`src/common/RvTypes.sv`:
```
package RvTypes;

    localparam int DataBits     = 32;                        // Register and memory word
    localparam int RegAddrBits  = 5;                         // x0 to x31
    localparam int RegCount     = 1 << RegAddrBits;          // Architectural registers
    localparam int Funct3Bits   = 3;                         // Width code field
    localparam int LaneCount    = DataBits / 8;              // Byte lanes per word

    localparam int DataMemWords = 256;                       // Data memory depth in words
    localparam int DataAddrBits = $clog2(DataMemWords) + 2;  // Byte address, 10 bits

    typedef logic [DataBits-1:0]     Data;                   // One data word
    typedef logic [RegAddrBits-1:0]  RegAddr;                // Register index
    typedef logic [DataAddrBits-1:0] DataAddr;               // Byte address into data memory
    typedef logic [Funct3Bits-1:0]   Funct3;                 // Access width code
    typedef logic [LaneCount-1:0]    ByteEnable;             // One bit per byte lane

    // Load and store width codes, as in the funct3 field of the instruction
    localparam Funct3 FunctByte  = 3'd0;                     // LB / SB
    localparam Funct3 FunctHalf  = 3'd1;                     // LH / SH
    localparam Funct3 FunctWord  = 3'd2;                     // LW / SW
    localparam Funct3 FunctByteU = 3'd4;                     // LBU
    localparam Funct3 FunctHalfU = 3'd5;                     // LHU

endpackage

```
`src/rtl/PipelineMemWb.sv`:
```
module PipelineMemWb (
    input  logic            i_clock,        // Clock
    input  logic            i_rstN,         // Async reset, active low
    input  logic            i_flush,        // Drops the pending register write

    input  RvTypes::RegAddr i_regWrAddr,    // Destination register
    input  logic            i_regWrEnable,  // Write request from MEM
    input  RvTypes::Data    i_regWrData,    // Result from MEM

    output RvTypes::RegAddr o_regWrAddr,
    output logic            o_regWrEnable,  // Write request to the register file
    output RvTypes::Data    o_regWrData
);

    always_ff @(posedge i_clock or negedge i_rstN) begin
        if (!i_rstN) begin
            o_regWrAddr   <= '0;
            o_regWrEnable <= 1'b0;
            o_regWrData   <= '0;
        end else begin
            o_regWrAddr   <= i_regWrAddr;
            o_regWrEnable <= i_flush ? 1'b0 : i_regWrEnable;  // Flushed instruction retires silently
            o_regWrData   <= i_regWrData;
        end
    end

endmodule

```
`config.mk`:
```
export PLATFORM = sky130hd
export DESIGN_NAME = PipelineMemWb
export DESIGN_NICKNAME = d
export VERILOG_FILES = /design/src/common/RvTypes.sv /design/src/rtl/PipelineMemWb.sv
export SDC_FILE = /design/constraint.sdc
export NUM_CORES = 1
export LEC_CHECK = 0
export ABC_AREA = 1
export BUFFER_PORTS_ARGS = -buffer_cell sky130_fd_sc_hd__buf_2
export CAP_MARGIN = 20
export CELL_PAD_IN_SITES_DETAIL_PLACEMENT = 0
export CELL_PAD_IN_SITES_GLOBAL_PLACEMENT = 1
export CORE_AREA = 2 2 62 64
export DETAILED_ROUTE_END_ITERATION = 8
export DIE_AREA = 0 0 64 66
export PLACE_DENSITY = 0.77
export SLEW_MARGIN = 10
export SYNTH_ARGS = -nofsm -noshare
export SYNTH_HDL_FRONTEND = slang
export SYNTH_SLANG_ARGS = --single-unit
```
`constraint.sdc`:
```
create_clock -name i_clock -period 0.8 [get_ports i_clock]
set_input_delay 0.08 -clock i_clock [delete_from_list [all_inputs] [get_ports i_clock]]
set_output_delay 0.08 -clock i_clock [all_outputs]
set_load 0.05 [all_outputs]
```
==> results.md <==
- Worst Hold Slack: 0.238 ns
- Clock buffer count from CTS: 5
- Data required, critical path: 0.72 ns
- Post-Synthesis Mean Instance Area: 24.0 um^2
- Capturing element type of the critical path: output pin
- Maximum buffer depth of the clock tree: 2
- Unique cell type count in the Yosys netlist: 3
- Outcome: complete, but fails checks
- Global routing met3 resource utilization: 0.0784
- Unrepaired setup endpoints after global routing: true
- Number of global-route vias before repair: 942
- Worst path setup slack after routing: -0.169 ns
- Commonest cells after routing, fill and taps aside: dlygate4sd3_1, buf_2, dfrtp_1, buf_6, clkbuf_4
- Global-route wire length before repair: 4200 um
- Number of clock sinks seen by CTS: 38
- Tot Pwr: 4.13 mW
- Number of I/O port buffers: 78
- Drt initial violations: 18
- Max-cap violation count: 0
- Total non-filler cell area in the finished layout: 2150 um^2
- Critical Path Stages: 1
- Number of register bits inferred by synthesis: 38
- Share of synthesized area occupied by flip-flops and latches: 0.990
- Top delay family on crit path: flip-flops
- Worst IR Drop VDD: 0.00141 V
- Die width: 64 um
- Starting density of the core: 0.271
- Global-route met2 utilization: 0.275
- Area of the multi-input gates: 6.26 um^2
- Class of the tightest hold or removal check: primary input to async pin
- Pin count of the biggest net entering global routing: 39
- Sequential standard cell area: 951 um^2
- Ordered list of cells on the worst path: buf_6
- Final HPWL DP: 1640 um
- Remaining number of nets flagged by the antenna check after routing: 0
- Synthesized area: 961 um^2
- DR WL/cell: 12.8 um
- Total of endpoints with negative setup slack in the final report: 38
- Violations in the final reports: negative setup slack
- Total number of nets in the final design: 207
- Pre-CTS setup slack: 0.142 ns
- Net count after synthesis: 81
- Core Region: 3550 um^2
- Class of the most critical setup path: register to output pin
- DRC viols: 0
- Final RePlAce weighted congestion: 0.608
- Total placed cells including tap cells: 167
- Residual overflow from global routing: 0
- Total placed instance area: 1430 um^2
- Final worst path period need: 0.969 ns
- I/O pin count: 79
- Met1 usage: 0.115
- Crit path buf inv count: 1
- Antenna cells: 0
- Total global-route track usage: 0.142
- Cell at the root of the clock tree: clkbuf_4
- Height of the die: 66 um
- Worst Max-Slew Pin Slew: 0.197 ns
- Final hold vios: 0
- Total number of placement rows: 22
- Number of cells in the finished layout apart from fillers: 215
- Number of iterations in the first detailed-routing pass: 3
- Synth Instances: 40
- Endpoint arrival time on the critical path: 0.89 ns
- CTS clk-pin slew, worst paths: 0.11 ns
- Clock tree from TritonCTS: built
- Critical-path maximum fanout: 1
- Final worst path period share: 1.21
- Fmax: 1030 MHz
- Relative slew slack: 0.869
- Slew Limit Fails: 0
- Static leakage: 1.06 nW
- DRT Wirelength: 2740 um
- Initial antenna violation count: 0
- Layout cell share with drive strength beyond 1: 0.527
- Setup crit start kind: register
- Fillers: 258
- Syn. warnings: 0
- Busiest layer in global routing: met2
- DIE AREA: 4220 um^2
- H-Tree Level Count: 2
- Vias: 807
- Slowest Stage Delay on Critical Path: 0.40 ns
- Power density normalized to cell area: 1920 nW/um^2
- Post-detailed-route via-to-cell ratio: 3.75
- Slowest-stage cell, CP: dfrtp_1
- Area added between synthesis and finish: 124%
metrics by stage:
step	util	setup TNS, ns
finish	0.605	-5.83
floorplan	-	0
detailed placement	0.403	0
global placement	0.403	0
CTS	0.605	-6.73
global route	0.605	-8.33
area by class of cell:
| cell class | instances | share of cell area |
|---|---|---|
| sequential | 38 | 0.443 |
| inverter | 1 | 0.00175 |
| clock buffer | 8 | 0.0367 |
| tap | 48 | 0.0280 |
| multi-input combinational | 1 | 0.00291 |
| timing repair buffer | 119 | 0.488 |
cells by family (layout without fill, tap and decap cells):
kind of cell | count (synthesis) | in the layout | synth area share
flip-flops | 38 | 38 | 0.990
AND/OR/NAND/NOR | 1 | 1 | 0.00651
buffers and inverters | 1 | 128 | 0.00390
what timing repair did:
action | in CTS | in global routing
hold endpoints to repair | 76 | 0
gates resized for setup | 76 | 0
hold buffers | 40 | 0
setup endpoints to repair | 38 | 38
pin swaps | 0 | 0
buffers inserted | 0 | 0
sequential cells by signal (all words and copies together), names as in the netlist:
name,cells
o_regWrData,32
o_regWrAddr,5
o_regWrEnable,1
synth_stat cells:
master | number | share of area
nor2_2 | 1 | 0.0065
dfrtp_1 | 38 | 0.99
inv_1 | 1 | 0.0039
path summary, 6_finish.rpt:
| kind | endpoint | slack [ns] | start |
|---|---|---|---|
| max | o_regWrData[24] | -0.17 | o_regWrData[24] |
| min | o_regWrData[22] | 0.24 | i_rstN |
| max in group asynchronous | o_regWrAddr[2] | 0.39 | i_rstN |
| min in group i_clock | o_regWrData[25] | 0.38 | i_regWrData[25] |
metal layers:
layer	part of all wire	vias up
li1	-	374
met1	0.31	383
met2	0.61	48
met3	0.073	2
met4	0.0036	0
met5	0	-
where the power goes:
group | internal [mW] | total [mW] | switching (mW) | leakage, nW
Combinational | 0.393 | 0.885 | 0.491 | 0.571
Clock | 0.601 | 1.19 | 0.584 | 0.0446
Sequential | 2.02 | 2.07 | 0.0483 | 0.444
Power figures use the tool's default switching activity.
