==> config.mk <==
export PLATFORM = sky130hd
export DESIGN_NAME = RegisterFile
export DESIGN_NICKNAME = d
export VERILOG_FILES = /design/src/common/RvTypes.sv /design/src/rtl/RegisterFile.sv
export SDC_FILE = /design/constraint.sdc
export NUM_CORES = 2
export LEC_CHECK = 0
export BUFFER_PORTS_ARGS = -buffer_cell sky130_fd_sc_hd__buf_2
export CORE_MARGIN = 2
export CORE_UTILIZATION = 64
export CTS_CLUSTER_DIAMETER = 30
export DETAILED_ROUTE_END_ITERATION = 10
export PLACE_DENSITY = 0.81
export SLEW_MARGIN = 20
export SYNTH_ARGS = -nofsm -noshare
export SYNTH_HDL_FRONTEND = slang
export SYNTH_SLANG_ARGS = --single-unit
==> constraint.sdc <==
create_clock -name i_clock -period 5.3 [get_ports i_clock]
set_clock_uncertainty 0.05 [all_clocks]
set_input_delay 0.265 -clock i_clock [delete_from_list [all_inputs] [get_ports i_clock]]
set_output_delay 0.265 -clock i_clock [all_outputs]
set_load 0.05 [all_outputs]
==> src/common/RvTypes.sv <==
package RvTypes;

    localparam int DataBits     = 32;                        // Register and memory word
    localparam int RegAddrBits  = 5;                         // x0 to x31
    localparam int RegCount     = 1 << RegAddrBits;          // Architectural registers
    localparam int Funct3Bits   = 3;                         // Width code field
    localparam int LaneCount    = DataBits / 8;              // Byte lanes per word

    localparam int DataMemWords = 256;                       // Data memory depth in words
    localparam int DataAddrBits = $clog2(DataMemWords) + 2;  // Byte address, 10 bits

    typedef logic [DataBits-1:0]     Data;                   // One data word
    typedef logic [RegAddrBits-1:0]  RegAddr;                // Register index
    typedef logic [DataAddrBits-1:0] DataAddr;               // Byte address into data memory
    typedef logic [Funct3Bits-1:0]   Funct3;                 // Access width code
    typedef logic [LaneCount-1:0]    ByteEnable;             // One bit per byte lane

    // Load and store width codes, as in the funct3 field of the instruction
    localparam Funct3 FunctByte  = 3'd0;                     // LB / SB
    localparam Funct3 FunctHalf  = 3'd1;                     // LH / SH
    localparam Funct3 FunctWord  = 3'd2;                     // LW / SW
    localparam Funct3 FunctByteU = 3'd4;                     // LBU
    localparam Funct3 FunctHalfU = 3'd5;                     // LHU

endpackage

==> src/rtl/RegisterFile.sv <==
module RegisterFile (
    input  logic            i_clock,      // Clock
    input  logic            i_rstN,       // Async reset, active low
    input  RvTypes::RegAddr i_wrAddr,     // Write port
    input  logic            i_wrEnable,
    input  RvTypes::Data    i_wrData,
    input  RvTypes::RegAddr i_rs1Addr,    // Read port 1
    input  RvTypes::RegAddr i_rs2Addr,    // Read port 2
    output RvTypes::Data    o_rs1Data,
    output RvTypes::Data    o_rs2Data
);

    RvTypes::Data regs [RvTypes::RegCount];  // regs[0] never written
    logic         wrActive;                  // Write to a real register

    assign wrActive = i_wrEnable && (i_wrAddr != '0);  // x0 writes ignored

    always_ff @(posedge i_clock or negedge i_rstN) begin
        if (!i_rstN) begin
            for (int idx = 0; idx < RvTypes::RegCount; idx++) begin
                regs[idx] <= '0;
            end
        end else if (wrActive) begin
            regs[i_wrAddr] <= i_wrData;
        end
    end

    // Reads see the pending write in the same cycle
    always_comb begin
        if (i_rs1Addr == '0)
            o_rs1Data = '0;
        else if (wrActive && (i_wrAddr == i_rs1Addr))
            o_rs1Data = i_wrData;                // Bypass
        else
            o_rs1Data = regs[i_rs1Addr];

        if (i_rs2Addr == '0)
            o_rs2Data = '0;
        else if (wrActive && (i_wrAddr == i_rs2Addr))
            o_rs2Data = i_wrData;                // Bypass
        else
            o_rs2Data = regs[i_rs2Addr];
    end

endmodule

==> impl_metrics.env <==
export IMPL_wl_per_cell_um=35.9
export IMPL_worstSkewPairLatency_ns=0.77
export IMPL_synth_top_area_share_pct=45.8
export IMPL_place_congestion=0.924
export IMPL_htreeDepth=4
export IMPL_worst_path_max_fanout=52
export IMPL_crit_type="in -> out"
export IMPL_synthesis_area_um2=55900
export IMPL_setup_ws_ns=1.25
export IMPL_io_pins=114
export IMPL_path_clk_slew_ns=0.05
export IMPL_grt_pass1_vias=41100
export IMPL_critPathCaptureType="output port"
export IMPL_cap_violations=0
export IMPL_crit_chain="buf_6, or3b_2, o22ai_1, a2111oi_1, a311oi_1, a211oi_1, buf_2"
export IMPL_setup_tns_final_ns=0
export IMPL_numCtsBuffers=192
export IMPL_required_ns=4.99
export IMPL_status="finished, final reports clean"
export IMPL_final_antenna_net_count=0
export IMPL_reg_largest_list="regs (1024)"
export IMPL_drc=0
export IMPL_drt_iter0_markers=6216
export IMPL_clock_root_buffer="clkbuf_16"
export IMPL_place_ws_ns=1.51
export IMPL_fin_area_um2=63800
export IMPL_std_cell_rows=108
export IMPL_numPortBuffers=113
export IMPL_ys_types=67
export IMPL_drv_slew=0
export IMPL_rsz0062_at_grt="no"
export IMPL_cts_tree="yes"
export IMPL_ir_worst_vdd_mv=0.371
export IMPL_start_util_pct=64.6
export IMPL_cts_max_path_buffers=3
export IMPL_critical_path_buf_inv_count=2
export IMPL_final_cell_mix="mux2_2, dfrtp_1, mux4_2"
export IMPL_cts_sinks=1024
export IMPL_crit_slowest_cell="a211oi_1"
export IMPL_core_area_um2=86600
export IMPL_synth_area_leaders="dfrtp_1, mux2_2, mux4_2, mux2i_1, clkbuf_1"
export IMPL_grt_max_degree=180
export IMPL_fin_crit_sh_pct=76.4
export IMPL_cp_start_kind="input pin"
export IMPL_synth_seq_cells=1024
export IMPL_vias_per_cell=7.69
export IMPL_worst_pin_slew_ns=1.27
export IMPL_final_common_cell="mux2_2"
export IMPL_synth_top_area_cell="dfrtp_1"
export IMPL_yosys_warnings=0
export IMPL_placed_area_um2=56900
export IMPL_synth_edff_count=0
export IMPL_setup_viol=0
export IMPL_power_leakage_nw=28.2
export IMPL_slew_limit_headroom_pct=15.4
export IMPL_top_register="regs"
export IMPL_critPathArrivalTime_ns=3.73
export IMPL_synth_area_per_cell_um2=14.2
export IMPL_routed_wl_mm=189
export IMPL_hold_viol=0
export IMPL_path_delay_family="compound AO/OA/AOI/OAI gates"
export IMPL_grt_ovfl_total=0
export IMPL_dr_pass1_iters=6
export IMPL_syn2layout_area_growth_pct=14.0
export IMPL_powerDensity_nw_per_um2=446
export IMPL_track_usage_pct=42.3
export IMPL_dp_final_hpwl_mm=110
export IMPL_drive_above_1_share_pct=50.3
export IMPL_hp_class="in -> async"
export IMPL_die_area_um2=89800
export IMPL_period_needed_ns=4.05
export IMPL_nFillCells=5100
export IMPL_layout_nets=3993
export IMPL_synth_cells=3944
export IMPL_vias=40500
export IMPL_dp_cells=4900
export IMPL_ys_seq_area_share_pct=45.8
export IMPL_syn_nets=3994
export IMPL_largest_reg_flops=1024
export IMPL_die_y_um=300
export IMPL_grt_pass1_wl_mm=276
export IMPL_synth_ff_type="dfrtp_1"
export IMPL_fmax_mhz=247
export IMPL_grt_antenna_before_repair=8
export IMPL_max_stage_delay_ns=0.83
export IMPL_stdcell_count=5265
export IMPL_die_w_um=300
export IMPL_async_flop_share_pct=100
## area by class of cell
cell class                 count  area [µm²]  area share [%]
timing repair buffer         244        1870            2.94
multi-input combinational   2473       28000            43.9
sequential                  1024       25600            40.2
tap                         1155        1450            2.27
inverter                       8        30.0          0.0471
antenna                        4        10.0          0.0157
clock buffer                 245        5350            8.39
clock inverter               112        1430            2.25
## timing repair
action / 4_1_cts / 5_1_grt
hold buffers: 3 / 0
setup buffers: 0 / 0
gates resized for setup: 0 / 0
hold endpoints to repair: 191 / 0
endpoints found under the setup margin: 0 / 0
## routing by layer
layer	GRT usage [%]	vias to the layer above	share of wire, %
met1	54.9	20900	35
met4	26.8	8	7.3
met5	0	-	0.026
li1	-	15300	-
met3	15.3	918	14
met2	60.7	3436	43
## power breakdown
part	internal, mW	switching (mW)
sequential	9.33	1.19
combinational	2.70	2.47
clock	8.43	4.33
total	20.5	7.98
## per-stage QoR
stage	total power, mW	hold slack, ns	util [%]
finish	28.4	0.0216	73.6
global route	29.2	0.0849	73.6
CTS	28.2	0.0286	73.6
detailed placement	15.5	0.253	65.7
global placement	15.2	0.256	65.6
floorplan	14.0	-0.0806	-
## final timing paths
path                                   start      endpoint  slack [ns]  cells past startpoint
worst min register to register    regs[1017]    regs[1017]        0.35                      0
max in group asynchronous             i_rstN     regs[339]        3.63                      3
worst min-delay path                  i_rstN     regs[454]        0.02                      2
min in group i_clock            i_wrData[30]     regs[990]        0.08                      2
worst max-delay path            i_rs2Addr[1]  o_rs2Data[7]        1.25                      7
worst max register to register     regs[343]     regs[343]        4.40                      1
## synth_stat cells (21+ instances only)
cell type  number
mux2_2       1064
a221o_1        21
a21oi_1        26
o22ai_1        99
nor4_1         28
nor2_1        101
o21ai_0        50
mux4_2        356
clkbuf_1      224
a221oi_1       55
dfrtp_1      1024
buf_6          41
buf_2          97
nand2_1        59
buf_1          38
o21ai_1        21
nand2b_1       22
mux2i_1       270
nor3_1         49
a211oi_1       23
a22o_1         27
a22oi_1        36
## logic make-up after synthesis
group / count (synthesis) / share of synthesized area (%)
DFF: 1024 / 45.8
and+or+nand+nor: 329 / 2.89
muxes: 1694 / 40.8
xor gates and xnor gates: 10 / 0.157
buffers and inverters: 447 / 4.50
AOI/OAI and AO/OA: 440 / 5.86
(Power assumes the default switching activity.)
