==> config.mk <==
export PLATFORM = sky130hd
export DESIGN_NAME = PipelineExMem
export DESIGN_NICKNAME = d
export VERILOG_FILES = /design/src/common/RvTypes.sv /design/src/rtl/PipelineExMem.sv
export SDC_FILE = /design/constraint.sdc
export NUM_CORES = 1
export LEC_CHECK = 0
export ABC_AREA = 1
export BUFFER_PORTS_ARGS = -buffer_cell sky130_fd_sc_hd__buf_2
export CORE_MARGIN = 2
export CORE_UTILIZATION = 31
export CTS_CLUSTER_SIZE = 25
export DETAILED_ROUTE_END_ITERATION = 16
export PLACE_DENSITY = 0.74
export SETUP_SLACK_MARGIN = 0.5
export SLEW_MARGIN = 20
export SYNTH_ARGS = -nofsm -noshare
export SYNTH_HDL_FRONTEND = slang
export SYNTH_SLANG_ARGS = --single-unit
==> constraint.sdc <==
create_clock -name i_clock -period 0.8 [get_ports i_clock]
set_input_delay 0.16 -clock i_clock [delete_from_list [all_inputs] [get_ports i_clock]]
set_output_delay 0.16 -clock i_clock [all_outputs]
set_load 0.005 [all_outputs]
==> src/common/RvTypes.sv <==
package RvTypes;

    localparam int DataBits     = 32;                        // Register and memory word
    localparam int RegAddrBits  = 5;                         // x0 to x31
    localparam int RegCount     = 1 << RegAddrBits;          // Architectural registers
    localparam int Funct3Bits   = 3;                         // Width code field
    localparam int LaneCount    = DataBits / 8;              // Byte lanes per word

    localparam int DataMemWords = 256;                       // Data memory depth in words
    localparam int DataAddrBits = $clog2(DataMemWords) + 2;  // Byte address, 10 bits

    typedef logic [DataBits-1:0]     Data;                   // One data word
    typedef logic [RegAddrBits-1:0]  RegAddr;                // Register index
    typedef logic [DataAddrBits-1:0] DataAddr;               // Byte address into data memory
    typedef logic [Funct3Bits-1:0]   Funct3;                 // Access width code
    typedef logic [LaneCount-1:0]    ByteEnable;             // One bit per byte lane

    // Load and store width codes, as in the funct3 field of the instruction
    localparam Funct3 FunctByte  = 3'd0;                     // LB / SB
    localparam Funct3 FunctHalf  = 3'd1;                     // LH / SH
    localparam Funct3 FunctWord  = 3'd2;                     // LW / SW
    localparam Funct3 FunctByteU = 3'd4;                     // LBU
    localparam Funct3 FunctHalfU = 3'd5;                     // LHU

endpackage

==> src/rtl/PipelineExMem.sv <==
module PipelineExMem (
    input  logic            i_clock,        // Clock
    input  logic            i_rstN,         // Async reset, active low
    input  logic            i_valid,        // Instruction present from EX
    input  RvTypes::Data    i_aluResult,    // ALU result, also memory address
    input  RvTypes::Data    i_storeData,    // rs2 value for stores
    input  RvTypes::RegAddr i_rd,           // Destination register
    input  logic            i_regWrEnable,  // Instruction writes rd
    input  logic            i_isLoad,       // Load instruction
    input  logic            i_isStore,      // Store instruction
    input  RvTypes::Funct3  i_funct3,       // Access width code

    output logic            o_valid,        // Instruction held in MEM
    output RvTypes::Data    o_aluResult,
    output RvTypes::Data    o_storeData,
    output RvTypes::RegAddr o_rd,
    output logic            o_regWrEnable,  // Already qualified by valid
    output logic            o_isLoad,       // Already qualified by valid
    output logic            o_isStore,      // Already qualified by valid
    output RvTypes::Funct3  o_funct3
);

    // Control bits, cleared by reset
    always_ff @(posedge i_clock or negedge i_rstN) begin
        if (!i_rstN) begin
            o_valid       <= 1'b0;
            o_regWrEnable <= 1'b0;
            o_isLoad      <= 1'b0;
            o_isStore     <= 1'b0;
        end else begin
            o_valid       <= i_valid;
            o_regWrEnable <= i_valid & i_regWrEnable;  // Bubble never writes
            o_isLoad      <= i_valid & i_isLoad;
            o_isStore     <= i_valid & i_isStore;      // Bubble never stores
        end
    end

    // Payload, meaningless without the enables above
    always_ff @(posedge i_clock) begin
        o_aluResult <= i_aluResult;
        o_storeData <= i_storeData;
        o_rd        <= i_rd;
        o_funct3    <= i_funct3;
    end

endmodule

==> qor.csv <==
stage,metric,value,unit
status,outcome,finished with violations,
status,failing checks,"negative hold slack, negative setup slack",
clocking,"Reg clk slew, reported paths",70,ps
final_layout,layout cell share with drive strength beyond 1,97.62,%
worst_hold_path,hold path startpoint,i_aluResult[8],
final_layout,Reg area,1632,µm²
place,Final Wtd Congestion,0.6703,
route,drt total wl,4082,µm
timing,Tcrit/Tclk final,122.6,%
pwr,peak supply drop,1.642,mV
global_routing,grt total ovfl,0,
place,hpwl dp,2936,µm
floorplanning,core area,4786,µm²
setup_path,crit-path max cell delay,370,ps
pwr,sw frac,20.23,%
pwr,Reg power frac,54.2,%
setup_path,critical path class,reg -> out,
floorplanning,Die ar.,5630,µm²
setup_path,Worst Path Required,640,ps
setup_path,Critical Path AT,820,ps
synth,Synth Instances,82,
setup_path,CP startpoint,o_isLoad,
timing,worst-margin pin slew,158.9,ps
synth,area share of the largest cell type after synthesis,92.16,%
timing,FMAX,1020,MHz
place,DP Worst Slack,174.4,ps
timing,Hold Fails Final Rpt,72,
route,Avg WL per Cell,12.80,µm
setup_path,"Slowest-stage cell, CP",dfrtp_1,
route,drt pass-1 iters,4,
floorplanning,io pins,154,
synth,Synth Net Count,160,
pwr,clock group share of total power,38.2,%
floorplanning,Row Count,25,
final_layout,Syn-to-layout area delta,94.24,%
global_routing,Total Routing Usage GR,13.70,%
final_layout,# fillers,388,
pwr,Combinational Power Share,7.7,%
pwr,Power per Cell Area,2491,nW/µm²
pwr,P_sw,1.531,mW
synth,Yosys warnings,0,
final_layout,fin cells,319,
synth,Mapped Avg Cell Area,19.07,µm²
timing,max_slew headroom,89.41,%
clocking,root buffer cell,clkbuf_8,
floorplanning,Die Height,75.03,µm
timing,# setup viols final,76,
floorplanning,DIE WIDTH,75.03,µm
run,MaxCap Viol Count,0,
setup_path,largest delay contributor family on the critical path,flip-flops,
synth,leading area contributor after synthesis,dfxtp_1,
setup_path,Startpoint Class,flop,
setup_path,capturing element type of the critical path,primary output,
pwr,leakage power,1.515,nW
synth,#FFs+latches synth,76,
clocking,CTS Sinks,76,
clocking,CTS tree,done,
route,DR vias/cell,3.850,
synth,"Seq/Total Area, Yosys",98.56,%
final_layout,utilization after layout,63.48,%
final_layout,most frequent cells in the layout,"105 x buf_2, 72 x dfxtp_2, 48 x buf_6",
clocking,H-tree depth,3,
route,Remaining DRCs,0,
final_layout,area of the multi-input gates,33.78,µm²
route,drt first-iter violations,27,
final_layout,# diodes,0,
global_routing,largest net degree at the start of global routing,13,
synth,count of different cell masters after synthesis,4,
timing,setup ws final,-180.6,ps
setup_path,cells along the critical path,buf_2,
clocking,setup repair bufs after CTS,0,
global_routing,first-pass GRT wire length,5147,µm
global_routing,vias in the first global route,1181,
clocking,hold buffers post-CTS,1,
timing,worst hold slack,-77.75,ps
clocking,TritonCTS Buffers,9,
setup_path,Buffers & Inverters on Critical Path,1,
clocking,clk buf depth,2,
timing,Final min period,980.6,ps
place,Cells after DPL,302,
pwr,internal power,6.037,mW
timing,RSZ-0062 raised after global routing,yes,
worst_hold_path,Hold Path Class,in -> reg,
route,Antenna Nets Post-Route,0,
global_routing,initial antenna violation count,0,
final_layout,"commonest non-fill, non-tap cell in the layout",buf_2,
route,routed vias,1228,
place,Port Buffers,153,
timing,Final Slew Violations,0,
final_layout,fin nets,325,
floorplanning,initial cell density of the core,32.68,%
synth,"top cells by area, synth","dfxtp_1 92%, dfrtp_1 6.4%, inv_1 0.72%",
setup_path,Crit Path Max Fanout,1,
synth,Synth Cell Area,1564,µm²
==> state kept, by name (all words and copies together), names as in the netlist <==
register,flops
o_aluResult,32
o_funct3,3
o_isLoad,1
o_isStore,1
o_rd,5
o_regWrEnable,1
o_storeData,32
o_valid,1
==> through the flow <==
step / cell area (µm²) / setup TNS (ps) / power (mW) / hold slack, ps
finish: 3038 / -8919 / 7.568 / -77.75
global route: 3038 / -11970 / 7.932 / -111.0
CTS: 2863 / -11190 / 7.581 / -106.9
detailed placement: 2526 / 0 / 4.592 / -32.90
global placement: 2526 / 0 / 4.571 / -37.83
floorplan: 1677 / 0 / 4.205 / -135.6
==> path summary, 6_finish.rpt <==
path,depth (start not counted),to,slack [ps]
min in group asynchronous,2,o_valid,170
max in group asynchronous,2,o_isStore,510
min,1,o_aluResult[8],-80
max,1,o_isLoad,-180
==> cell type report <==
class / count / share of cell area, %
Clock buffer: 12 / 5.107
Clock inverter: 4 / 1.524
Inverter: 3 / 0.3707
Multi-Input combinational cell: 3 / 1.112
Sequential cell: 76 / 53.71
Tap cell: 67 / 2.759
Timing Repair Buffer: 154 / 35.42
==> power groups by stage <==
stage | Clock, mW | Sequential [mW] | Combinational (mW)
final | 2.89 | 4.10 | 0.579
after global routing | 3.19 | 4.12 | 0.624
after detailed placement | 0 | 4.15 | 0.439
after floorplan | 0 | 4.19 | 0.0122
after CTS | 3.00 | 4.08 | 0.502
after global placement | 0 | 4.14 | 0.426
==> cell families (layout without fill, tap and decap cells) <==
kind of cell	count (synthesis)	after routing	synth area share [%]
flops	76	76	98.56
buf+inv	3	173	0.7199
simple gates	3	3	0.7199
==> Yosys cell counts <==
| cell type | n |
|---|---|
| inv_1 | 3 |
| dfxtp_1 | 72 |
| dfrtp_1 | 4 |
| nand2_1 | 3 |
==> routing by layer <==
layer	routed length [µm]	track usage (%)	vias up
li1	-	-	577
met1	1220	11.19	553
met2	2202	22.03	90
met3	561	11.38	8
met4	97	8.929	0
met5	0	0	-
==> repair_timing <==
item	4_1_cts	5_1_grt
setup endpoints to repair	76	76
gates resized for setup	20	28
pin swaps	0	0
hold endpoints to repair	76	72
Power figures use the tool's default switching activity.
